==> config.mk <==
export PLATFORM = sky130hd
export DESIGN_NAME = cart_header_capture
export DESIGN_NICKNAME = d
export VERILOG_FILES = /design/src/hw/cart_pkg.sv /design/src/hw/cart_header_capture.sv
export SDC_FILE = /design/constraint.sdc
export NUM_CORES = 1
export LEC_CHECK = 0
export ABC_CLOCK_PERIOD_IN_PS = 2700
export BUFFER_PORTS_ARGS = -buffer_cell sky130_fd_sc_hd__buf_2
export CORE_ASPECT_RATIO = 1.75
export CORE_MARGIN = 5
export CORE_UTILIZATION = 40
export DETAILED_ROUTE_END_ITERATION = 16
export GPL_TIMING_DRIVEN = 1
export PLACE_DENSITY = 0.68
export SYNTH_ARGS = -nofsm -noshare
export SYNTH_HDL_FRONTEND = slang
export SYNTH_SLANG_ARGS = --single-unit
==> constraint.sdc <==
create_clock -name clk_sys -period 2.7 [get_ports clk_sys]
set_input_delay 0.54 -clock clk_sys [delete_from_list [all_inputs] [get_ports clk_sys]]
set_output_delay 0.54 -clock clk_sys [all_outputs]
set_load 0.03 [all_outputs]
==> src/hw/cart_pkg.sv <==
// cartridge package: bus types, header offsets, download codes and region codes
package cart_pkg;

	// --------------------------------------------------
	// basic bus and memory types
	// --------------------------------------------------
	typedef logic [15:0] cart_addr_t;   // cpu side cartridge address
	typedef logic [7:0]  cart_byte_t;   // cpu data byte
	typedef logic [15:0] rom_word_t;    // rom store word
	typedef logic [23:0] rom_waddr_t;   // rom store word address
	typedef logic [16:0] cram_addr_t;   // byte address into cart ram, 16 x 8 KB
	typedef logic [8:0]  rom_bank_t;    // 16 KB rom bank, up to 512 banks
	typedef logic [3:0]  ram_bank_t;    // 8 KB ram bank, up to 16 banks

	// memory bank controller kinds we handle
	typedef enum logic [2:0] {
		none = 3'd0,    // plain 32 KB rom, no mapper
		mbc1 = 3'd1,
		mbc2 = 3'd2,
		mbc3 = 3'd3,    // rtc registers not modelled
		mbc5 = 3'd4
	} mbc_kind_e;

	// decoded cartridge header
	typedef struct packed {
		mbc_kind_e mbc;
		rom_bank_t rom_mask;   // mirrors the rom bank number by rom size
		ram_bank_t ram_mask;   // same for the ram bank
		logic      cgb_game;   // colour title
		logic      loaded;     // a rom image has been seen
	} cart_info_t;

	// cpu written bank registers
	typedef struct packed {
		rom_bank_t rom_bank;
		ram_bank_t ram_bank;
		logic      ram_enable;
		logic      mbc1_mode;  // 0: 16/8 mode, 1: 4/32 mode
		logic      rtc_mode;   // mbc3 rtc selected in the a000 window
	} bank_state_t;

	// --------------------------------------------------
	// download stream
	// --------------------------------------------------
	// byte addresses of the header words, high byte of a word is the odd address
	localparam rom_waddr_t hdr_cgb_offset  = 24'h000142;  // cgb flag at 0x143
	localparam rom_waddr_t hdr_type_offset = 24'h000146;  // cart type at 0x147
	localparam rom_waddr_t hdr_size_offset = 24'h000148;  // rom size 0x148, ram size 0x149

	localparam logic [7:0] idx_rom_a = 8'h01;   // .gb image
	localparam logic [7:0] idx_rom_b = 8'h80;   // .gbc image

	localparam logic [3:0] ram_enable_key = 4'hA;

	// --------------------------------------------------
	// cpu address regions, address bits 15..13
	// --------------------------------------------------
	typedef enum logic [2:0] {
		ram_enable  = 3'b000,   // 0000-1fff write: ram enable
		rom_bank    = 3'b001,   // 2000-3fff write: rom bank
		ram_bank    = 3'b010,   // 4000-5fff write: ram bank / rtc select
		mode_sel    = 3'b011,   // 6000-7fff write: mbc1 banking mode
		cram_window = 3'b101    // a000-bfff: cartridge ram
	} cart_region_e;

endpackage

==> src/hw/cart_header_capture.sv <==
// cartridge header capture: latches header bytes during rom download and decodes them
`timescale 1ns/1ps

module cart_header_capture (
	input  logic                   clk_sys,
	input  logic                   reset,
	input  logic                   dl_active,
	input  logic [7:0]             dl_index,
	input  logic                   dl_wr,
	input  cart_pkg::rom_waddr_t   dl_addr,
	input  cart_pkg::rom_word_t    dl_data,
	output logic                   rom_dl,
	output cart_pkg::cart_info_t   info
);

	logic [7:0] cgb_byte;     // header 0x143
	logic [7:0] type_byte;    // header 0x147
	logic [7:0] rom_size;     // header 0x148
	logic [7:0] ram_size;     // header 0x149
	logic       loaded;

	// only rom images count, other download kinds pass by
	assign rom_dl = dl_active && (dl_index == cart_pkg::idx_rom_a ||
		dl_index == cart_pkg::idx_rom_b);

	// --------------------------------------------------
	// header capture
	// --------------------------------------------------
	always_ff @(posedge clk_sys) begin
		if (reset) begin
			cgb_byte  <= 8'h00;
			type_byte <= 8'h00;
			rom_size  <= 8'h00;
			ram_size  <= 8'h00;
			loaded    <= 1'b0;
		end else if (rom_dl && dl_wr) begin
			loaded <= 1'b1;   // first image word marks the cart present
			case (dl_addr)
				cart_pkg::hdr_cgb_offset:  cgb_byte  <= dl_data[15:8];
				cart_pkg::hdr_type_offset: type_byte <= dl_data[15:8];
				cart_pkg::hdr_size_offset: begin
					rom_size <= dl_data[7:0];
					ram_size <= dl_data[15:8];
				end
				default: ;
			endcase
		end
	end

	// --------------------------------------------------
	// decode
	// --------------------------------------------------
	always_comb begin
		// controller kind from cart type byte (decimal ranges)
		if (type_byte >= 8'd1 && type_byte <= 8'd3)
			info.mbc = cart_pkg::mbc1;
		else if (type_byte == 8'd5 || type_byte == 8'd6)
			info.mbc = cart_pkg::mbc2;
		else if (type_byte >= 8'd15 && type_byte <= 8'd19)
			info.mbc = cart_pkg::mbc3;
		else if (type_byte >= 8'd25 && type_byte <= 8'd30)
			info.mbc = cart_pkg::mbc5;
		else
			info.mbc = cart_pkg::none;

		// 2^(n+1) banks for codes 0..8, odd sizes fall back to 128 banks
		if (rom_size <= 8'd8)
			info.rom_mask = 9'((10'd2 << rom_size[3:0]) - 10'd1);
		else
			info.rom_mask = 9'd127;

		if (ram_size <= 8'd2)
			info.ram_mask = 4'd0;    // none, 2 KB or a single 8 KB bank
		else if (ram_size == 8'd3)
			info.ram_mask = 4'd3;    // 32 KB, 4 banks
		else
			info.ram_mask = 4'd15;   // 128 KB, 16 banks

		info.cgb_game = (cgb_byte == 8'h80) || (cgb_byte == 8'hC0);
		info.loaded   = loaded;
	end

endmodule

==> impl_metrics.json <==
{
  "syn_nets": 252,
  "synth.largest_area_cell": "sky130_fd_sc_hd__dfxtp_1",
  "cts_tree": "done",
  "insertion_delay_to_the_later_sink_of_the_worst_skew_pair_ps": 280,
  "number_of_hold_violations_in_the_final_report": 0,
  "start_util_pct": 41.3,
  "dieArea_mm2": 0.00605,
  "remaining_drc_errors": 0,
  "row_count": 32,
  "tns_ps": 0,
  "number_of_cells_in_the_design_after_placement": 306,
  "cp.arrival_ps": 2030,
  "routed_wire_length_per_instance_um": 12.9,
  "placeableCoreArea_mm2": 0.00440,
  "clock_skew_ps": 0,
  "cellInternalPower_w": 0.000788,
  "slew-limit-headroom_pct": 52.9,
  "yosysTopAreaCellShare_pct": 35.2,
  "drv_cap": 0,
  "grt_pass1_wl_mm": 6.81,
  "syn-mean-instance-area_um2": 9.14,
  "drive_gt1_share_pct": 33.0,
  "drt_pass1_iterations": 4,
  "static-leakage-power_nw": 1.11,
  "top_level_ports": 71,
  "diodes": 0,
  "cts-root-buf": "sky130_fd_sc_hd__clkbuf_8",
  "netlist_area_mm2": 0.00182,
  "vdd.ir_drop.worst_v": 0.000359,
  "detail_route.iter0.violations": 45,
  "synth.lib_cells_used.distinct": 37,
  "drt.antenna.violating_nets": 0,
  "timing.rr.start": "rom_size[0]",
  "switching_share_pct": 20.7,
  "synth-edff-count": 0,
  "synth_seq_area_share_pct": 35.2,
  "cts_max_path_buffers": 2,
  "layout_worst_path_cycle_share_pct": 95.1,
  "pin_count_of_the_biggest_net_entering_global_routing": 49,
  "via_count": 1615,
  "required_ps": 2160,
  "min_period_ps": 2570,
  "setup.worst_path.class": "reg2out",
  "cp-startpoint": "rom_size[0]",
  "ys_ff_latch": 32,
  "die_h_um": 99.2,
  "crit_path_max_fanout": 8,
  "layout.filler_cells": 447,
  "final_cell_count_no_fill": 315,
  "synth_top_cells_by_area": "sky130_fd_sc_hd__dfxtp_1 35%, sky130_fd_sc_hd__mux2i_1 17%, sky130_fd_sc_hd__nand2b_1 17%",
  "cts-htree-levels": 2,
  "setup_violations": 0,
  "timing.hold.ws_ps": 471,
  "cts_hold_buffers": 0,
  "antenna_found_initial": 0,
  "synth_commonest_cells": "49 x sky130_fd_sc_hd__nand2b_1, 32 x sky130_fd_sc_hd__dfxtp_1, 31 x sky130_fd_sc_hd__mux2i_1, 9 x sky130_fd_sc_hd__nand2_1",
  "comb_power_share_pct": 7.6,
  "yosys_warnings": 0,
  "cp-start-kind": "flop",
  "numCtsBuffers": 5,
  "fp.dieW_um": 61.0,
  "first_global_vias": 1630,
  "syn2layout_area_growth_pct": 25.9,
  "postRouteWirelength_mm": 4.07,
  "grt_usage_pct": 14.7,
  "tightestPinTransition_ps": 700,
  "synth.most_common_cell": "sky130_fd_sc_hd__nand2b_1",
  "timing.critical_path.to_type": "primary output",
  "min-delay-start": "loaded",
  "route.detailed.vias_per_inst": 5.13,
  "run_status": "completed",
  "dp_hpwl_mm": 3.25,
  "post_synthesis_instance_total": 199,
  "nNetsFinal": 316,
  "seq_power_share_pct": 47.5,
  "synth_ff_type": "sky130_fd_sc_hd__dfxtp_1",
  "globalRouteOverflowTotal": 0,
  "cts_num_sinks": 32,
  "hp-class": "reg2reg",
  "power_per_cell_area_mw_per_mm2": 434,
  "total_switching_power_w": 0.000206,
  "timing.final.max_slew_violations": 0,
  "placement.io_buffers": 69,
  "share_of_total_power_in_the_clock_network_pct": 44.9,
  "asyncSetResetFlopFracSynth_pct": 0,
  "routabilityCongestion": 0.734,
  "achievable-frequency_mhz": 389,
  "clk_transition_reported_paths_ps": 70
}
## layout by cell type (no fill, tap or decap), types with 2 or more instances in the layout
master                     count
sky130_fd_sc_hd__o21ai_0       5
sky130_fd_sc_hd__clkbuf_8      5
sky130_fd_sc_hd__nand3_1       4
sky130_fd_sc_hd__nand2b_1     49
sky130_fd_sc_hd__mux2i_1      31
sky130_fd_sc_hd__dfxtp_1      30
sky130_fd_sc_hd__buf_4         2
sky130_fd_sc_hd__buf_2        69
sky130_fd_sc_hd__nand2_1       9
sky130_fd_sc_hd__nor2_1        8
sky130_fd_sc_hd__a21oi_1       3
sky130_fd_sc_hd__dfxtp_2       2
sky130_fd_sc_hd__and3_1        5
sky130_fd_sc_hd__or3_1         2
sky130_fd_sc_hd__nor4_1        6
sky130_fd_sc_hd__nor3b_1       3
sky130_fd_sc_hd__and4_1        3
sky130_fd_sc_hd__nor4b_1       4
## worst paths after layout
| path | end | slack [ps] | cells after the start |
|---|---|---|---|
| worst max-delay path | info[13] | 130 | 6 |
| worst min-delay path | loaded | 470 | 2 |
| worst max register to register | rom_size[0] | 1920 | 2 |
| worst min register to register | loaded | 470 | 2 |
## power by group through the flow
stage / Sequential [W] / Combinational (W) / Clock, W
2_1_floorplan: 0.000483 / 0.0000343 / 0
3_3_place_gp: 0.000483 / 0.0000758 / 0
3_5_place_dp: 0.000483 / 0.0000766 / 0
4_1_cts: 0.000472 / 0.0000768 / 0.000469
5_1_grt: 0.000471 / 0.0000841 / 0.000488
6_report: 0.000472 / 0.0000757 / 0.000446
## flip-flops by register name, indices dropped and copies added, names as in the netlist
register / count
ram_size: 8
cgb_byte: 7
loaded: 1
rom_size: 8
type_byte: 8
## per-stage QoR
step | setup WS [ps] | instance area, µm² | utilization [%] | total power, W
after floorplan | 147 | 1820 | - | 0.000517
after global placement | 314 | 2160 | 48.9 | 0.000558
after detailed placement | 247 | 2160 | 48.9 | 0.000559
after CTS | 28.9 | 2270 | 51.6 | 0.00102
after global routing | -6.37 | 2290 | 52.0 | 0.00104
final | 132 | 2290 | 52.0 | 0.000994
## layer usage
metal	wire (µm)	up-vias	track usage, %
met2	2220	61	26.5
li1	-	816	-
met3	311	5	3.64
met5	0	-	0
met4	101	0	8.01
met1	1440	733	14.6
## layout make-up
cell class | instances | area (µm²) | share of cell area, %
Clock buffer | 5 | 68.8 | 3.01
Sequential cell | 32 | 643 | 28.1
Tap cell | 51 | 63.8 | 2.79
Timing Repair Buffer | 71 | 360 | 15.7
Clock inverter | 3 | 42.5 | 1.86
Multi-Input combinational cell | 152 | 1110 | 48.3
Inverter | 1 | 3.75 | 0.164
## what timing repair did
action | in CTS | in global routing
buffers inserted | 0 | 1
gates resized for setup | 1 | 3
pin swaps | 0 | 1
endpoints found under the setup margin | 1 | 1
## logic make-up after synthesis
logic type / share of synthesized area (%)
mux: 17.1
simple gates: 36.5
flops: 35.2
xor+xnor: 0.964
compound gates: 4.75
buf+inv: 4.54
fa+ha+maj: 0.688
other cells: 0.206
## critical path, stage by stage (launching register included)
cell and delay, ps:
sky130_fd_sc_hd__dfxtp_1 500, sky130_fd_sc_hd__nand3_1 150, sky130_fd_sc_hd__ha_1 290, sky130_fd_sc_hd__or3_1 350
sky130_fd_sc_hd__a21oi_1 130, sky130_fd_sc_hd__o21a_1 130, sky130_fd_sc_hd__buf_2 190
Power figures use the tool's default switching activity.
