**src/hw/cart_pkg.sv**
```systemverilog
// cartridge package: bus types, header offsets, download codes and region codes
package cart_pkg;

	// --------------------------------------------------
	// basic bus and memory types
	// --------------------------------------------------
	typedef logic [15:0] cart_addr_t;   // cpu side cartridge address
	typedef logic [7:0]  cart_byte_t;   // cpu data byte
	typedef logic [15:0] rom_word_t;    // rom store word
	typedef logic [23:0] rom_waddr_t;   // rom store word address
	typedef logic [16:0] cram_addr_t;   // byte address into cart ram, 16 x 8 KB
	typedef logic [8:0]  rom_bank_t;    // 16 KB rom bank, up to 512 banks
	typedef logic [3:0]  ram_bank_t;    // 8 KB ram bank, up to 16 banks

	// memory bank controller kinds we handle
	typedef enum logic [2:0] {
		none = 3'd0,    // plain 32 KB rom, no mapper
		mbc1 = 3'd1,
		mbc2 = 3'd2,
		mbc3 = 3'd3,    // rtc registers not modelled
		mbc5 = 3'd4
	} mbc_kind_e;

	// decoded cartridge header
	typedef struct packed {
		mbc_kind_e mbc;
		rom_bank_t rom_mask;   // mirrors the rom bank number by rom size
		ram_bank_t ram_mask;   // same for the ram bank
		logic      cgb_game;   // colour title
		logic      loaded;     // a rom image has been seen
	} cart_info_t;

	// cpu written bank registers
	typedef struct packed {
		rom_bank_t rom_bank;
		ram_bank_t ram_bank;
		logic      ram_enable;
		logic      mbc1_mode;  // 0: 16/8 mode, 1: 4/32 mode
		logic      rtc_mode;   // mbc3 rtc selected in the a000 window
	} bank_state_t;

	// --------------------------------------------------
	// download stream
	// --------------------------------------------------
	// byte addresses of the header words, high byte of a word is the odd address
	localparam rom_waddr_t hdr_cgb_offset  = 24'h000142;  // cgb flag at 0x143
	localparam rom_waddr_t hdr_type_offset = 24'h000146;  // cart type at 0x147
	localparam rom_waddr_t hdr_size_offset = 24'h000148;  // rom size 0x148, ram size 0x149

	localparam logic [7:0] idx_rom_a = 8'h01;   // .gb image
	localparam logic [7:0] idx_rom_b = 8'h80;   // .gbc image

	localparam logic [3:0] ram_enable_key = 4'hA;

	// --------------------------------------------------
	// cpu address regions, address bits 15..13
	// --------------------------------------------------
	typedef enum logic [2:0] {
		ram_enable  = 3'b000,   // 0000-1fff write: ram enable
		rom_bank    = 3'b001,   // 2000-3fff write: rom bank
		ram_bank    = 3'b010,   // 4000-5fff write: ram bank / rtc select
		mode_sel    = 3'b011,   // 6000-7fff write: mbc1 banking mode
		cram_window = 3'b101    // a000-bfff: cartridge ram
	} cart_region_e;

endpackage

```
**src/hw/cart_bus_if.sv**
```systemverilog
// cartridge bus interface: cpu address, strobes, write data and cpu clock enable
`timescale 1ns/1ps

interface cart_bus_if;

	logic                  ce;     // cpu clock enable
	cart_pkg::cart_addr_t  addr;   // cpu cartridge address
	logic                  rd;     // cpu read strobe
	logic                  wr;     // cpu write strobe
	cart_pkg::cart_byte_t  di;     // data from cpu to cart

	// bank registers take full writes
	modport regs (
		input ce,
		input addr,
		input wr,
		input di
	);

	// address mapping and read mux
	modport decode (
		input addr,
		input rd,
		input wr
	);

	// ram array only needs the enable and write data
	modport store (
		input ce,
		input di
	);

endinterface

```
**src/hw/cart_bus_decode.sv**
```systemverilog
// cartridge bus decode: rom and ram address mapping, download path and cpu read mux
`timescale 1ns/1ps

module cart_bus_decode (
	input  logic                   rom_dl,
	input  logic                   dl_wr,
	input  cart_pkg::rom_waddr_t   dl_addr,
	input  cart_pkg::rom_word_t    dl_data,
	cart_bus_if.decode             bus,
	input  cart_pkg::cart_info_t   info,
	input  cart_pkg::bank_state_t  banks,
	input  cart_pkg::rom_word_t    rom_rdata,
	input  cart_pkg::cart_byte_t   cram_q,
	output cart_pkg::rom_waddr_t   rom_addr,
	output logic                   rom_we,
	output cart_pkg::rom_word_t    rom_wdata,
	output cart_pkg::cram_addr_t   cram_addr,
	output logic                   cram_we,
	output cart_pkg::cart_byte_t   cart_do
);

	cart_pkg::rom_bank_t   eff_bank;   // effective bank for 4000-7fff
	cart_pkg::rom_bank_t   cpu_bank;   // bank for the current cpu address
	cart_pkg::ram_bank_t   ram_sel;    // ram bank before masking
	cart_pkg::cart_byte_t  ram_byte;
	logic                  in_cram;

	assign in_cram = (bus.addr[15:13] == cart_pkg::cram_window);

	// --------------------------------------------------
	// rom banking
	// --------------------------------------------------
	always_comb begin
		case (info.mbc)
			// mode 0: ram bank bits drive rom bank 6..5
			cart_pkg::mbc1: eff_bank = banks.mbc1_mode ?
				{4'b0000, banks.rom_bank[4:0]} :
				{2'b00, banks.ram_bank[1:0], banks.rom_bank[4:0]};
			cart_pkg::mbc2,
			cart_pkg::mbc3: eff_bank = {2'b00, banks.rom_bank[6:0]};
			cart_pkg::mbc5: eff_bank = banks.rom_bank;
			default:        eff_bank = {8'd0, bus.addr[14]};   // flat 32 KB
		endcase

		if (bus.addr[15:14] == 2'b01)
			cpu_bank = eff_bank & info.rom_mask;   // mirror small roms
		else
			cpu_bank = 9'd0;                       // fixed bank 0
	end

	// download addresses are bytes, the rom store takes words
	assign rom_addr  = rom_dl ? {1'b0, dl_addr[23:1]} :
		{2'b00, cpu_bank, bus.addr[13:1]};
	assign rom_we    = rom_dl && dl_wr;
	assign rom_wdata = rom_dl ? dl_data : 16'h0000;

	// --------------------------------------------------
	// ram banking
	// --------------------------------------------------
	always_comb begin
		case (info.mbc)
			cart_pkg::mbc1: ram_sel = banks.mbc1_mode ? banks.ram_bank : 4'd0;
			cart_pkg::mbc3,
			cart_pkg::mbc5: ram_sel = banks.ram_bank;
			default:        ram_sel = 4'd0;   // no mapper or mbc2 internal ram
		endcase
	end

	assign cram_addr = {ram_sel & info.ram_mask, bus.addr[12:0]};
	assign cram_we   = bus.wr && in_cram && banks.ram_enable;   // store adds the ce

	// --------------------------------------------------
	// cpu read data
	// --------------------------------------------------
	always_comb begin
		if (!banks.ram_enable)
			ram_byte = 8'hFF;                          // disabled ram floats high
		else if (banks.rtc_mode)
			ram_byte = 8'h00;                          // rtc registers not there
		else if (info.mbc == cart_pkg::mbc2 && bus.addr[15:9] == 7'b1010000)
			ram_byte = {4'hF, cram_q[3:0]};            // 512 x 4 bit ram
		else
			ram_byte = cram_q;

		if (!info.loaded)
			cart_do = 8'h00;
		else if (bus.rd && in_cram)
			cart_do = ram_byte;
		else
			cart_do = bus.addr[0] ? rom_rdata[15:8] : rom_rdata[7:0];
	end

endmodule

```
**src/flat_wrapper.sv**
```systemverilog
// flat-port wrapper written by rule: the top's interface ports become plain ports
module cart_bus_decode_flat 
  (rom_dl, dl_wr, dl_addr, dl_data, info, banks, rom_rdata, cram_q, rom_addr, rom_we, rom_wdata, cram_addr, cram_we, cart_do, bus_addr, bus_rd, bus_wr);
  cart_bus_if bus_i ();
  input  logic rom_dl;
  input  logic dl_wr;
  input  cart_pkg::rom_waddr_t dl_addr;
  input  cart_pkg::rom_word_t dl_data;
  input  cart_pkg::cart_info_t info;
  input  cart_pkg::bank_state_t banks;
  input  cart_pkg::rom_word_t rom_rdata;
  input  cart_pkg::cart_byte_t cram_q;
  output cart_pkg::rom_waddr_t rom_addr;
  output logic rom_we;
  output cart_pkg::rom_word_t rom_wdata;
  output cart_pkg::cram_addr_t cram_addr;
  output logic cram_we;
  output cart_pkg::cart_byte_t cart_do;
  input wire logic [$bits(bus_i.addr)-1:0] bus_addr;
  input wire logic [$bits(bus_i.rd)-1:0] bus_rd;
  input wire logic [$bits(bus_i.wr)-1:0] bus_wr;
  assign bus_i.addr = bus_addr;
  assign bus_i.rd = bus_rd;
  assign bus_i.wr = bus_wr;
  cart_bus_decode u_core (.rom_dl(rom_dl), .dl_wr(dl_wr), .dl_addr(dl_addr), .dl_data(dl_data), .bus(bus_i), .info(info), .banks(banks), .rom_rdata(rom_rdata), .cram_q(cram_q), .rom_addr(rom_addr), .rom_we(rom_we), .rom_wdata(rom_wdata), .cram_addr(cram_addr), .cram_we(cram_we), .cart_do(cart_do));
endmodule
```
**config.mk**
```make
export PLATFORM = sky130hd
export DESIGN_NAME = cart_bus_decode_flat
export DESIGN_NICKNAME = d
export VERILOG_FILES = /design/src/hw/cart_pkg.sv /design/src/hw/cart_bus_if.sv /design/src/hw/cart_bus_decode.sv /design/src/flat_wrapper.sv
export SDC_FILE = /design/constraint.sdc
export NUM_CORES = 1
export LEC_CHECK = 0
export BUFFER_PORTS_ARGS = -buffer_cell sky130_fd_sc_hd__clkbuf_2
export CAP_MARGIN = 20
export CORE_AREA = 2 2 73 75
export DETAILED_ROUTE_END_ITERATION = 8
export DIE_AREA = 0 0 75 77
export GPL_ROUTABILITY_DRIVEN = 0
export PLACE_DENSITY = 0.7
export SETUP_SLACK_MARGIN = 0.3
export SLEW_MARGIN = 10
export SYNTH_ARGS = -nofsm -noshare
export SYNTH_HDL_FRONTEND = slang
export SYNTH_SLANG_ARGS = --single-unit
```
**constraint.sdc**
```tcl
create_clock -name vclk -period 1.18
set_clock_uncertainty 0.05 [all_clocks]
set_input_delay 0.177 -clock vclk [all_inputs]
set_output_delay 0.177 -clock vclk [all_outputs]
set_load 0.03 [all_outputs]
```
==> impl_results.md <==
- Max transition margin: 66.3%
- Worst Path Max Fanout: 4
- Syn_area_per_cell: 7.72 sq um
- Critical path class: in -> out
- Die extent in y: 77 um
- RSZ-0062 raised after global routing: yes
- Fmax: 652 MHz
- Drt first pass iters: 4
- Global Route Usage Sum: 18.3%
- PwrDens: 452 nW/um^2
- Unique cell type count in the Yosys netlist: 35
- Final wirelength: 5860 um
- Die width: 75 um
- Global Route met2 Usage: 38.9%
- GRT busiest layer: met2
- NumNets Final: 441
- Synth Cell Area: 957 sq um
- Pleak: 1.69 nW
- Final HPWL DP: 4230 um
- Hold_ws: 0.565 ns
- Rows: 26
- VDD IR max: 239 uV
- Max Slew Vio Count: 0
- Io pins: 185
- Critical Path, Cell by Cell: buf_8 -> nor4_4 -> buf_4 -> a211oi_4 -> a221oi_4 -> clkbuf_8
- Cells after synthesis: 124
- Required time of the critical path: 0.95 ns
- Max-Cap Viols: 0
- Critical Path Source Type: input pin
- Status: complete, but fails checks
- Synth Net Count: 242
- Post-route setup slack: -0.354 ns
- Clock buffer cells: 0
- Failing checks: negative setup slack
- Total power: 1.46 mW
- Slew @ Worst Pin: 0.503 ns
- Antenna cell count: 0
- IO buf count: 182
- Initial antenna violation count: 0
- Reg area: 0 sq um
- Met3 Use GR: 3.29%
- Hold Fails Final Rpt: 0
- CP endpoint kind: output pin
- 1st-iter DRT viols: 5
- Remaining Overflow, GRT: 0
- Routed WL per cell: 15.0 um
- Layout cells sized above 1: 92.8%
- Maximum number of pins on one net before global-route repair: 11
- Fin crit period: 1.53 ns
- Period Utilization, post-route: 130%
- Worst Path Arrival: 1.31 ns
- Worst path slowest cell: a221oi_4
- Core box area: 4980 sq um
- Final setup viols: 49
- Number of global-route vias before repair: 1832
- Non-filler instance count after layout: 391
- Multi-input logic area: 1220 sq um
- # DRC: 0
- Placed cells: 378
- Vias: 1803
- CP max stage delay: 0.29 ns
- DRT antenna net count: 0
- Vias per cell: 4.61
- First-pass GRT wire length: 8540 um
- GR Layer Usage met1: 17.7%
- Effective utilization at floorplan: 19.2%
- Hold depth: 2
- Hold endpoint: cram_addr[6]
- Post-place setup slack: -0.498 ns
- Die ar.: 5780 sq um
- HP Start: bus_addr[6]
- Growth of design area from synthesis to finish: 236%
- Setup_tns: -7.24 ns
- Sequential area share after synthesis: 0%
- Sequential cell count: 0
- Fill cells: 413
- Ys Warns: 0
- Min-delay worst type: in -> out
worst max path at each step:
stage	startpoint	endpoint	slack, ns	cells after the start
after floorplan	bus_addr[14]	cart_do[6]	-0.30	2
after global placement	bus_addr[11]	cart_do[4]	-0.51	6
after detailed placement	bus_addr[12]	cart_do[4]	-0.50	6
after CTS	bus_addr[9]	cart_do[5]	-0.42	6
after global routing	bus_addr[11]	cart_do[5]	-0.46	6
final	bus_addr[11]	cart_do[7]	-0.35	6
critical path, delay by kind of cell:
family	cells	cell delay, ns
buffers and inverters	3	0.46
AOI/OAI and AO/OA	2	0.39
and+or+nand+nor	1	0.27
layer usage:
metal / wire [um] / vias up
met3: 610 / 6
met1: 1950 / 823
met2: 3240 / 122
met4: 65 / 0
met5: 0 / -
li1: - / 852
area by class of cell:
type	instances	area share, %
inverter	4	0.466
multi-input combinational	98	37.9
tap	70	2.72
timing repair buffer	219	58.9
Yosys cell counts, types with 2 or more instances:
library cell | n | share of area (%)
nand2_1 | 5 | 2.0
nor3b_1 | 2 | 1.6
buf_4 | 16 | 13
a32o_1 | 8 | 8.4
nand2b_1 | 4 | 2.6
and2_1 | 18 | 12
clkbuf_1 | 2 | 0.78
nor2_1 | 2 | 0.78
o21ai_0 | 6 | 3.1
a211o_1 | 2 | 1.8
nor3b_2 | 2 | 2.6
a221oi_1 | 4 | 3.7
a21oi_1 | 4 | 2.1
buf_2 | 3 | 1.6
inv_1 | 4 | 1.6
mux2i_1 | 4 | 4.2
and3_1 | 4 | 2.6
mux2_2 | 17 | 20
stage by stage:
step / utilization [%] / area, sq um
detailed placement: 47.7 / 2370
global placement: 47.7 / 2370
CTS: 62.0 / 3090
finish: 64.7 / 3220
floorplan: - / 1390
global route: 64.7 / 3220
where the power goes:
part,internal (mW),switching (mW)
Sequential,0,0
Clock,0,0
Combinational,0.786,0.671
cell usage in the layout, fill, tap and decap left out, types with 5 or more instances in the layout:
cell / n
clkbuf_2: 126
buf_8: 38
buf_4: 21
and2_4: 18
mux2_4: 17
buf_6: 13
a32o_2: 8
buf_16: 7
clkbuf_8: 5
cell families after synthesis:
| family | Yosys count | share of synthesized area [%] |
|---|---|---|
| other cells | 1 | 0.392 |
| mux | 21 | 24.2 |
| buf+inv | 26 | 17.6 |
| compound gates | 28 | 22.7 |
| simple gates | 48 | 35.0 |
what timing repair did:
item                       CTS  global route
buffers inserted             6             1
hold buffers                 0             0
pin swaps                    7             7
gates resized for setup    130            75
setup endpoints to repair   54            53
gates cloned                 6             0
Note: power is estimated with default switching activity, not from simulation.
