<file path="src/hw/cart_pkg.sv">
// cartridge package: bus types, header offsets, download codes and region codes
package cart_pkg;

	// --------------------------------------------------
	// basic bus and memory types
	// --------------------------------------------------
	typedef logic [15:0] cart_addr_t;   // cpu side cartridge address
	typedef logic [7:0]  cart_byte_t;   // cpu data byte
	typedef logic [15:0] rom_word_t;    // rom store word
	typedef logic [23:0] rom_waddr_t;   // rom store word address
	typedef logic [16:0] cram_addr_t;   // byte address into cart ram, 16 x 8 KB
	typedef logic [8:0]  rom_bank_t;    // 16 KB rom bank, up to 512 banks
	typedef logic [3:0]  ram_bank_t;    // 8 KB ram bank, up to 16 banks

	// memory bank controller kinds we handle
	typedef enum logic [2:0] {
		none = 3'd0,    // plain 32 KB rom, no mapper
		mbc1 = 3'd1,
		mbc2 = 3'd2,
		mbc3 = 3'd3,    // rtc registers not modelled
		mbc5 = 3'd4
	} mbc_kind_e;

	// decoded cartridge header
	typedef struct packed {
		mbc_kind_e mbc;
		rom_bank_t rom_mask;   // mirrors the rom bank number by rom size
		ram_bank_t ram_mask;   // same for the ram bank
		logic      cgb_game;   // colour title
		logic      loaded;     // a rom image has been seen
	} cart_info_t;

	// cpu written bank registers
	typedef struct packed {
		rom_bank_t rom_bank;
		ram_bank_t ram_bank;
		logic      ram_enable;
		logic      mbc1_mode;  // 0: 16/8 mode, 1: 4/32 mode
		logic      rtc_mode;   // mbc3 rtc selected in the a000 window
	} bank_state_t;

	// --------------------------------------------------
	// download stream
	// --------------------------------------------------
	// byte addresses of the header words, high byte of a word is the odd address
	localparam rom_waddr_t hdr_cgb_offset  = 24'h000142;  // cgb flag at 0x143
	localparam rom_waddr_t hdr_type_offset = 24'h000146;  // cart type at 0x147
	localparam rom_waddr_t hdr_size_offset = 24'h000148;  // rom size 0x148, ram size 0x149

	localparam logic [7:0] idx_rom_a = 8'h01;   // .gb image
	localparam logic [7:0] idx_rom_b = 8'h80;   // .gbc image

	localparam logic [3:0] ram_enable_key = 4'hA;

	// --------------------------------------------------
	// cpu address regions, address bits 15..13
	// --------------------------------------------------
	typedef enum logic [2:0] {
		ram_enable  = 3'b000,   // 0000-1fff write: ram enable
		rom_bank    = 3'b001,   // 2000-3fff write: rom bank
		ram_bank    = 3'b010,   // 4000-5fff write: ram bank / rtc select
		mode_sel    = 3'b011,   // 6000-7fff write: mbc1 banking mode
		cram_window = 3'b101    // a000-bfff: cartridge ram
	} cart_region_e;

endpackage

</file>
<file path="src/hw/cart_bus_if.sv">
// cartridge bus interface: cpu address, strobes, write data and cpu clock enable
`timescale 1ns/1ps

interface cart_bus_if;

	logic                  ce;     // cpu clock enable
	cart_pkg::cart_addr_t  addr;   // cpu cartridge address
	logic                  rd;     // cpu read strobe
	logic                  wr;     // cpu write strobe
	cart_pkg::cart_byte_t  di;     // data from cpu to cart

	// bank registers take full writes
	modport regs (
		input ce,
		input addr,
		input wr,
		input di
	);

	// address mapping and read mux
	modport decode (
		input addr,
		input rd,
		input wr
	);

	// ram array only needs the enable and write data
	modport store (
		input ce,
		input di
	);

endinterface

</file>
<file path="src/hw/mbc_bank_regs.sv">
// mbc bank registers: cpu written rom/ram bank, banking mode and ram enable
`timescale 1ns/1ps

module mbc_bank_regs (
	input  logic                   clk_sys,
	input  logic                   reset,
	input  logic                   rom_dl,
	cart_bus_if.regs               bus,
	input  cart_pkg::cart_info_t   info,
	output cart_pkg::bank_state_t  banks
);

	cart_pkg::rom_bank_t     rom_bank_q;
	cart_pkg::ram_bank_t     ram_bank_q;
	logic                    ram_en_q;
	logic                    mode_q;      // mbc1 banking mode
	logic                    rtc_q;       // mbc3 rtc window select
	cart_pkg::cart_region_e  region;

	assign region = cart_pkg::cart_region_e'(bus.addr[15:13]);

	// --------------------------------------------------
	// register writes, one per cpu enable
	// --------------------------------------------------
	always_ff @(posedge clk_sys) begin
		// a new rom image restarts the mapper too
		if (reset || rom_dl) begin
			rom_bank_q <= 9'd1;
			ram_bank_q <= 4'd0;
			ram_en_q   <= 1'b0;
			mode_q     <= 1'b0;
			rtc_q      <= 1'b0;
		end else if (bus.ce && bus.wr) begin
			case (region)
				cart_pkg::ram_enable: begin
					ram_en_q <= (bus.di[3:0] == cart_pkg::ram_enable_key);
				end

				cart_pkg::rom_bank: begin
					if (info.mbc == cart_pkg::mbc5) begin
						if (bus.addr[12])
							rom_bank_q[8] <= bus.di[0];       // 3000-3fff high bit
						else
							rom_bank_q[7:0] <= bus.di;        // 2000-2fff low byte
					end else if (bus.di[6:0] == 7'd0) begin
						rom_bank_q <= 9'd1;                   // bank 0 maps to 1 on mbc1-3
					end else begin
						rom_bank_q <= {2'b00, bus.di[6:0]};
					end
				end

				cart_pkg::ram_bank: begin
					if (info.mbc == cart_pkg::mbc3) begin
						if (bus.di[3]) begin
							rtc_q <= 1'b1;                    // 08-0c select an rtc register
						end else begin
							rtc_q      <= 1'b0;
							ram_bank_q <= {2'b00, bus.di[1:0]};
						end
					end else if (info.mbc == cart_pkg::mbc5) begin
						ram_bank_q <= bus.di[3:0];
					end else begin
						// mbc1 keeps these two bits for rom bank 5..6 as well
						ram_bank_q <= {2'b00, bus.di[1:0]};
					end
				end

				cart_pkg::mode_sel: begin
					if (info.mbc == cart_pkg::mbc1)
						mode_q <= bus.di[0];
				end

				default: ;   // cram window writes go to the ram array
			endcase
		end
	end

	// --------------------------------------------------
	// state out
	// --------------------------------------------------
	always_comb begin
		banks.rom_bank   = rom_bank_q;
		banks.ram_bank   = ram_bank_q;
		banks.ram_enable = ram_en_q;
		banks.mbc1_mode  = mode_q;
		banks.rtc_mode   = rtc_q;
	end

endmodule

</file>
<file path="src/flat_wrapper.sv">
// flat-port wrapper written by rule: the top's interface ports become plain ports
module mbc_bank_regs_flat 
  (clk_sys, reset, rom_dl, info, banks, bus_ce, bus_addr, bus_wr, bus_di);
  cart_bus_if bus_i ();
  input  logic clk_sys;
  input  logic reset;
  input  logic rom_dl;
  input  cart_pkg::cart_info_t info;
  output cart_pkg::bank_state_t banks;
  input wire logic [$bits(bus_i.ce)-1:0] bus_ce;
  input wire logic [$bits(bus_i.addr)-1:0] bus_addr;
  input wire logic [$bits(bus_i.wr)-1:0] bus_wr;
  input wire logic [$bits(bus_i.di)-1:0] bus_di;
  assign bus_i.ce = bus_ce;
  assign bus_i.addr = bus_addr;
  assign bus_i.wr = bus_wr;
  assign bus_i.di = bus_di;
  mbc_bank_regs u_core (.clk_sys(clk_sys), .reset(reset), .rom_dl(rom_dl), .bus(bus_i), .info(info), .banks(banks));
endmodule
</file>
<file path="config.mk">
export PLATFORM = sky130hd
export DESIGN_NAME = mbc_bank_regs_flat
export DESIGN_NICKNAME = d
export VERILOG_FILES = /design/src/hw/cart_pkg.sv /design/src/hw/cart_bus_if.sv /design/src/hw/mbc_bank_regs.sv /design/src/flat_wrapper.sv
export SDC_FILE = /design/constraint.sdc
export NUM_CORES = 1
export LEC_CHECK = 0
export BUFFER_PORTS_ARGS = -buffer_cell sky130_fd_sc_hd__buf_2
export CORE_ASPECT_RATIO = 0.8
export CORE_MARGIN = 2
export CORE_UTILIZATION = 38
export DETAILED_ROUTE_END_ITERATION = 6
export PLACE_DENSITY = 0.84
export SYNTH_ARGS = -nofsm -noshare
export SYNTH_HDL_FRONTEND = slang
export SYNTH_SLANG_ARGS = --single-unit
</file>
<file path="constraint.sdc">
create_clock -name clk_sys -period 2 [get_ports clk_sys]
set_clock_uncertainty 0.1 [all_clocks]
set_input_delay 0.4 -clock clk_sys [delete_from_list [all_inputs] [get_ports clk_sys]]
set_output_delay 0.4 -clock clk_sys [all_outputs]
set_load 0.005 [all_outputs]
</file>
==> metrics.md, run 1 <==
| Metric | Value |
|---|---|
| Result of the run | `finished clean` |
| Signal arrival time at the worst endpoint | `1630 ps` |
| Port Buf Inserts | `35` |
| Endpoint with the worst hold slack | `u_core.rom_bank_q[5]` |
| Fmax | `about 0.66 GHz` |
| Pre-antenna DRT Iters | `5` |
| Cts bufs inserted | `3` |
| Async set-reset flop share out of synthesis | `0` |
| Largest net degree at the start of global routing | `24` |
| Critical Path Start | `bus_di[3]` |
| DRC violation total after the first TritonRoute iteration | `19` |
| Met1 usage in global routing | `0.215` |
| Met3 layer usage reported by global route | `0.0344` |
| GRT met2 Usage | `0.288` |
| Final-layout worst hold slack | `264 ps` |
| Clock sink total | `16` |
| Most used standard cell by instance count after synthesis | `sky130_fd_sc_hd__nand2_1` |
| Register area | `320 um2` |
| Post-CTS setup-driven buffer insertion count | `0` |
| Number of standard cells after synthesis | `91` |
| Top cell type by total area after synthesis | `sky130_fd_sc_hd__dfxtp_1` |
| Final GP Congestion | `approximately 0.77` |
| Largest driver fanout on the critical path | `5` |
| Post-Route Setup TNS | `0 ps` |
| Cell area after placement | `slightly above 1000 um2` |
| FF-to-FF setup slack | `1180 ps` |
| Reg-to-reg critical path endpoint | `u_core.rom_bank_q[0]` |
| Residual DRC count | `0` |
| Share of cells above drive strength 1 | `0.352` |
| Predominant post-synthesis flop cell | `sky130_fd_sc_hd__dfxtp_1` |
| Leak | `about 0.43 nW` |
| Die outline area | `around 2500 um2` |
| Antenna violations before repair | `0` |
| Root Buffer Master | `sky130_fd_sc_hd__clkbuf_4` |
| Count of final hold-check violations | `0` |
| Top-area cell type share of the netlist area | `0.396` |
| Net count of the mapped netlist | `about 140` |
| Mean cell area of the mapped netlist | `8.88 um2` |
| Number of failing setup endpoints in the final timing report | `0` |
| Fin crit period | `1510 ps` |
| Top post-synthesis cells by count | `sky130_fd_sc_hd__nand2_1 (22), sky130_fd_sc_hd__dfxtp_1 (16), sky130_fd_sc_hd__mux2i_1 (12)` |
| Clock transition at the registers of the reported paths | `around 100 ps` |
| Startpoint of the most critical register-to-register path | `u_core.rom_bank_q[0]` |
| Area delta synth->final | `28.9%` |
| Category of the worst setup path launch point | `primary input` |
| Busiest layer in global routing | `met2` |
| Final Max Slew Viols | `0` |
| Number of global-route vias before repair | `767` |
| Starting density of the core | `0.416` |
| Setup repair after global routing missed its margin | `no` |
| Hold Path Class | `in -> reg` |
| Detail-routed net length per standard cell | `around 13 um` |
| Clock tree from TritonCTS | `built` |
| Max H-tree Level | `1` |
| Worst-margin pin slew | `650 ps` |
| Count of synthesis-stage warnings from yosys | `0` |
| Worst path required time | `roughly 2100 ps` |
| Min-Delay Path Depth | `3` |
| Global-route total usage across every layer | `0.168` |
| Post-synth EDFFs | `0` |
| Count of distinct cell types in the synthesized netlist | `27` |
| Global-route wire length before repair | `~3.3 mm` |
| Cell area after layout | `around 1000 um2` |
| Diode insertion count for antenna repair | `0` |
| Flops & latches, synth | `16` |
| Die extent in x | `between 50 and 60 um` |
| Length in cells of the worst reg-to-reg path | `2` |
| Vert. Die Dim | `between 40 and 50 um` |
| P per Cell Area | `580 nW/um2` |
| Core utilization of the finished layout | `0.536` |
| Total via count in the routed design | `810` |
| Final net count | `176` |
| Dominant cells by area after synthesis | `sky130_fd_sc_hd__dfxtp_1 (40%), sky130_fd_sc_hd__mux2i_1 (15%), sky130_fd_sc_hd__nand2_1 (10%)` |
| Final critical-path share of the clock period | `0.756` |
| Number of hold buffers added after cts | `0` |
| Total congestion overflow | `0` |
| Critical Setup Path Class | `in -> reg` |
| Site Rows | `14` |
| Total wirelength of the detailed-routed design | `about 2.0 mm` |
| Multi-input gate area in the final layout | `roughly 450 um2` |
| Crit end category | `flop` |
| Count of fill cells added during filler insertion | `~200` |
| Worst-Skew Late Latency | `approximately 280 ps` |
| Total I/O pin count | `63` |
| Worst rel slew slack | `0.561` |
| Vias per cell | `between 5 and 6` |
| Max-cap viol count | `0` |
| Post_cts resized | `0` |
| Worst vdd ir | `roughly 300 uV` |
| HPWL after detailed placement | `1.55 mm` |
| Share of synthesized area occupied by flip-flops and latches | `0.396` |
| Post-route antenna net violation count | `0` |
| Beginning of the worst hold path | `bus_di[5]` |
| Netlist area before placement | `slightly above 800 um2` |
| CORE AREA | `1940 um2` |
| Clk buf depth | `2` |
==> placed cells by master (no fill, tap or decap), drive strengths merged <==
master   synthesis  final
or2              1      1
nand3            5      5
o31ai            1      1
a31oi            1      1
nand3b           2      2
a311oi           2      2
nor2             3      3
a211oi           1      1
nand4bb          1      1
nand4            1      1
dfxtp           16     16
clkbuf           2      4
nor2b            3      3
o32ai            2      2
nand2           22     22
inv              1      1
nor3             3      3
mux2i           12     12
and3b            1      1
buf              3     38
nor4bb           2      2
a21oi            1      1
or4              2      2
nor3b            1      1
nand2b           2      2
==> area by class of cell <==
class	count	area share
clock buffer	4	0.0348
multi-input combinational	69	0.436
sequential	16	0.307
tap	24	0.0288
timing repair buffer	38	0.190
inverter	1	0.00360
==> worst max-delay path by stage <==
stage / endpoint
2_1_floorplan: u_core.rom_bank_q[0]
3_3_place_gp: u_core.rom_bank_q[0]
3_5_place_dp: u_core.rom_bank_q[0]
4_1_cts: u_core.rom_bank_q[0]
5_1_grt: u_core.rom_bank_q[3]
6_report: u_core.rom_bank_q[0]
==> cell families after synthesis <==
kind of cell | after synthesis | synth area share
multiplexers | 12 | 0.149
AND/OR/NAND/NOR | 49 | 0.330
AO/OA/AOI/OAI | 8 | 0.0836
flip-flops | 16 | 0.396
buffers and inverters | 6 | 0.0418
==> metrics by stage <==
step | cells | power (mW) | setup WS [ps]
floorplan | 91 | 0.359 | 399
global placement | 148 | 0.395 | 216
detailed placement | 148 | 0.398 | 186
CTS | 152 | 0.608 | 490
global route | 152 | 0.631 | 461
finish | 152 | 0.605 | 488
==> flip-flops by register name (all words and copies together), names as in the netlist <==
register / count
u_core.ram_en_q: 1
u_core.mode_q: 1
u_core.ram_bank_q: 4
u_core.rtc_q: 1
u_core.rom_bank_q: 9
==> layer usage <==
metal	part of all wire	up-vias	wire [um]
met5	0	-	0
met1	0.45	383	893
li1	-	397	-
met2	0.47	28	924
met3	0.070	2	137
met4	0.0051	0	10
==> worst max-delay path, cell delays in order <==
cell and delay [ps]:
sky130_fd_sc_hd__buf_2 130, sky130_fd_sc_hd__or4_1 490, sky130_fd_sc_hd__or4_1 420, sky130_fd_sc_hd__a31oi_1 190
==> power breakdown <==
part           switching, mW  total [mW]  internal [mW]
clock network          0.103       0.214          0.111
logic                 0.0409      0.0713         0.0304
registers           0.000438       0.320          0.319
No activity file was read; power rests on OpenSTA's default activity.
==> run 2, diff against run 1 <==
Settings changed: ABC_AREA from default to 1, CORE_UTILIZATION 38 to 39.
Clock period 2 ns to 1.4 ns, I/O delays scaled along.
==> run 2 against run 1 <==
Effect of this change: register-to-register slack got worse by 520 ps; sequential power rose by 43%; worst setup slack got worse by 210 ps; final area rose by 3.1%; cell count rose by 22%; first-iteration DRC count fell by 26%; largest power group unchanged; sequential cell count did not move; die area rose by 1.5%; total power rose by 45%; clock-buffer cell count did not move; non-clock buffer count fell by 1; routed wire length fell by 9.5%.
==> metrics.md, run 2 <==
| Metric | Value |
|---|---|
| Top library cells by usage in the layout, fill and taps aside | `sky130_fd_sc_hd__buf_2 (35), sky130_fd_sc_hd__nand2_1 (26), sky130_fd_sc_hd__nor2_1 (25)` |
| Highest cell delay on the worst timing path | `340 ps (-150 ps)` |
| Flip-flop count of the largest register after layout | `9 (unchanged)` |
| Site Rows | `15 (+1)` |
| Cts bufs inserted | `3 (unchanged)` |
| Final Max Slew Viols | `0 (unchanged)` |
| CORE AREA | `2100 um2 (+8.1%)` |
| Clock sink total | `16 (unchanged)` |
| Diode insertion count for antenna repair | `0 (unchanged)` |
| Signal arrival time at the worst endpoint | `740 ps (-890 ps)` |
| Global-route wire length before repair | `2.79 mm (-16%)` |
| Dominant cells by area after synthesis | `sky130_fd_sc_hd__dfxtp_1 (38%), sky130_fd_sc_hd__nand2_1 (12%), sky130_fd_sc_hd__nor2_1 (11%)` |
| Area delta synth->final | `27.4%` |
| Largest driver fanout on the critical path | `2 (-3)` |
| Count of synthesis-stage warnings from yosys | `0 (unchanged)` |
| Final net count | `209 (+19%)` |
| Post_cts resized | `0 (unchanged)` |
| Antenna violations before repair | `0 (unchanged)` |
| Count of distinct cell types in the synthesized netlist | `19 (-30%)` |
| Vias per cell | `4.67 (-12%)` |
| Port Buf Inserts | `35 (unchanged)` |
| Netlist area before placement | `843 um2 (+4.3%)` |
| Crit end category | `output port` |
| Worst-margin pin slew | `366 ps (-283 ps)` |
| Worst-path cell with the longest stage delay | `sky130_fd_sc_hd__dfxtp_1` |
| Largest net degree at the start of global routing | `14 (-42%)` |
| Hold Path Class | `in -> reg` |
| Levels on crit path | `1 (-3)` |
| Clk buf depth | `2 (unchanged)` |
| Number of standard cells after synthesis | `124 (+36%)` |
| Post-Route Setup TNS | `0 ps (unchanged)` |
| Share of synthesized area occupied by flip-flops and latches | `0.380 (-0.0165)` |
| Number of failing setup endpoints in the final timing report | `0 (unchanged)` |
| Mean cell area of the mapped netlist | `6.80 um2 (-23%)` |
| Number of hold buffers added after cts | `0 (unchanged)` |
| Post-route antenna net violation count | `0 (unchanged)` |
| HPWL after detailed placement | `1.44 mm (-7.0%)` |
| Total via count in the routed design | `869 (+7.3%)` |
| Number of global-route vias before repair | `735 (-4.2%)` |
| Total wirelength of the detailed-routed design | `1.78 mm (-9.5%)` |
| Total I/O pin count | `63 (unchanged)` |
| DRC violation total after the first TritonRoute iteration | `14 (-5)` |
| Length in cells of the worst reg-to-reg path | `4 (+2)` |
| Power consumption | `0.875 mW (+45%)` |
| Residual DRC count | `0 (unchanged)` |
| Biggest registers after layout | `u_core.rom_bank_q: 9 flops, u_core.ram_bank_q: 4 flops` |
| Worst rel slew slack | `0.755 (+0.194)` |
| Predominant post-synthesis flop cell | `sky130_fd_sc_hd__dfxtp_1` |
| Clock transition at the registers of the reported paths | `90 ps (about the same)` |
| Starting density of the core | `0.401 (-0.0145)` |
| Async set-reset flop share out of synthesis | `0 (unchanged)` |
| Detail-routed net length per standard cell | `9.56 um (-26%)` |
| Cell area after placement | `1040 um2 (+3.2%)` |
| Root Buffer Master | `sky130_fd_sc_hd__clkbuf_4` |
| Setup repair after global routing missed its margin | `no` |
| CP top delay family | `flip-flops` |
| Flops & latches, synth | `16 (unchanged)` |
| Critical Path Start | `u_core.rtc_q` |
| Vert. Die Dim | `45.6 um (+0.75%)` |
| Top-area cell type share of the netlist area | `0.380 (-0.0165)` |
| Count of fill cells added during filler insertion | `213 (+8.7%)` |
| Final GP Congestion | `0.892 (+16%)` |
| FF-to-FF setup slack | `660 ps (-520 ps)` |
| P per Cell Area | `814 nW/um2 (+40%)` |
| Critical path endpoint | `banks[0]` |
| Count of final hold-check violations | `0 (unchanged)` |
| Top post-synthesis cells by count | `sky130_fd_sc_hd__nand2_1 (26), sky130_fd_sc_hd__nor2_1 (25), sky130_fd_sc_hd__dfxtp_1 (16)` |
| Final critical-path share of the clock period | `0.800` |
| Share of cells above drive strength 1 | `0.317 (-0.0348)` |
| Total congestion overflow | `0 (unchanged)` |
| Worst vdd ir | `475 uV (+59%)` |
| Global-route total usage across every layer | `0.141 (-0.0274)` |
| Category of the worst setup path launch point | `flop` |
| Top cell type by total area after synthesis | `sky130_fd_sc_hd__dfxtp_1` |
| Most common cell after layout, fill and taps aside | `sky130_fd_sc_hd__buf_2` |
| Post-synth EDFFs | `0 (unchanged)` |
| Result of the run | `finished clean` |
| Post-CTS setup-driven buffer insertion count | `0 (unchanged)` |
| Worst-Skew Late Latency | `280 ps (about the same)` |
| Die outline area | `2550 um2 (+1.5%)` |
| Clock tree from TritonCTS | `built` |
| Fin crit period | `1120 ps` |
| Pre-antenna DRT Iters | `6 (+1)` |
| Sum of buffers and inverters on the critical path | `1 (unchanged)` |
| Worst path required time | `1020 ps (-1100 ps)` |
| Most used standard cell by instance count after synthesis | `sky130_fd_sc_hd__nand2_1` |
| Fmax | `approximately 0.9 GHz` |
| Max-cap viol count | `0 (unchanged)` |
| Reg-to-reg critical path endpoint | `u_core.ram_en_q` |
| Die extent in x | `56.0 um (+0.76%)` |
| Critical Path, Cell by Cell | `buf_2` |
| Max H-tree Level | `1 (unchanged)` |
| Leak | `0.518 nW (+19%)` |
| Startpoint of the most critical register-to-register path | `u_core.ram_en_q` |
| Largest reg by FF count | `u_core.rom_bank_q` |
| Net count of the mapped netlist | `171 (+24%)` |
| Cell area after layout | `1070 um2 (+3.1%)` |
| Critical Setup Path Class | `reg -> out` |
## run 2: kinds of logic after synthesis
| kind of cell | count (synthesis) | share of synthesized area |
|---|---|---|
| simple gates | 82 | 0.473 |
| buf+inv | 16 | 0.0875 |
| compound gates | 10 | 0.0593 |
| flops | 16 | 0.380 |
## run 2: worst min-delay path by stage
stage                               from                   end  slack, ps  depth (start not counted)
detailed placement  u_core.rom_bank_q[7]  u_core.rom_bank_q[7]        350                          2
global placement    u_core.rom_bank_q[8]  u_core.rom_bank_q[8]        350                          2
CTS                                reset  u_core.rom_bank_q[7]        160                          4
global route                       reset  u_core.rom_bank_q[8]        190                          4
floorplan                          reset         u_core.mode_q        340                          3
finish                             reset  u_core.rom_bank_q[7]        170                          4
## run 2: worst register-to-register path, stage by stage, from the launching register on
cell	delay, ps
sky130_fd_sc_hd__dfxtp_1	340
sky130_fd_sc_hd__inv_1	40
sky130_fd_sc_hd__nand2_1	50
sky130_fd_sc_hd__nand2_1	40
sky130_fd_sc_hd__nor2_1	100
## run 2: area by class of cell
class | instances | area [um2] | share of cell area
Clock buffer | 4 | 36.3 | 0.0338
Inverter | 12 | 47.5 | 0.0442
Multi-Input combinational cell | 92 | 449 | 0.418
Sequential cell | 16 | 320 | 0.298
Tap cell | 25 | 31.3 | 0.0291
Timing Repair Buffer | 37 | 190 | 0.177
## run 2: layer usage
layer	track usage	wire [um]	vias up
li1	-	-	465
met1	0.156	807	375
met5	0	0	-
met3	0.0682	161	0
met2	0.252	810	29
met4	0.0286	0	0
## run 2: report_power, final
group	internal (mW)	switching, mW
Sequential	0.458	0.00129
Combinational	0.0465	0.0696
Clock	0.158	0.141
Total	0.662	0.212
## run 2: per-stage QoR
step / instances / hold WS, ps / utilization / worst slack [ps]
after floorplan: 124 / 341 / - / 286
final: 186 / 172 / 0.511 / 280
after global placement: 182 / 350 / 0.494 / 111
after global routing: 186 / 188 / 0.511 / 225
after detailed placement: 182 / 352 / 0.494 / 84.5
after CTS: 186 / 162 / 0.511 / 263
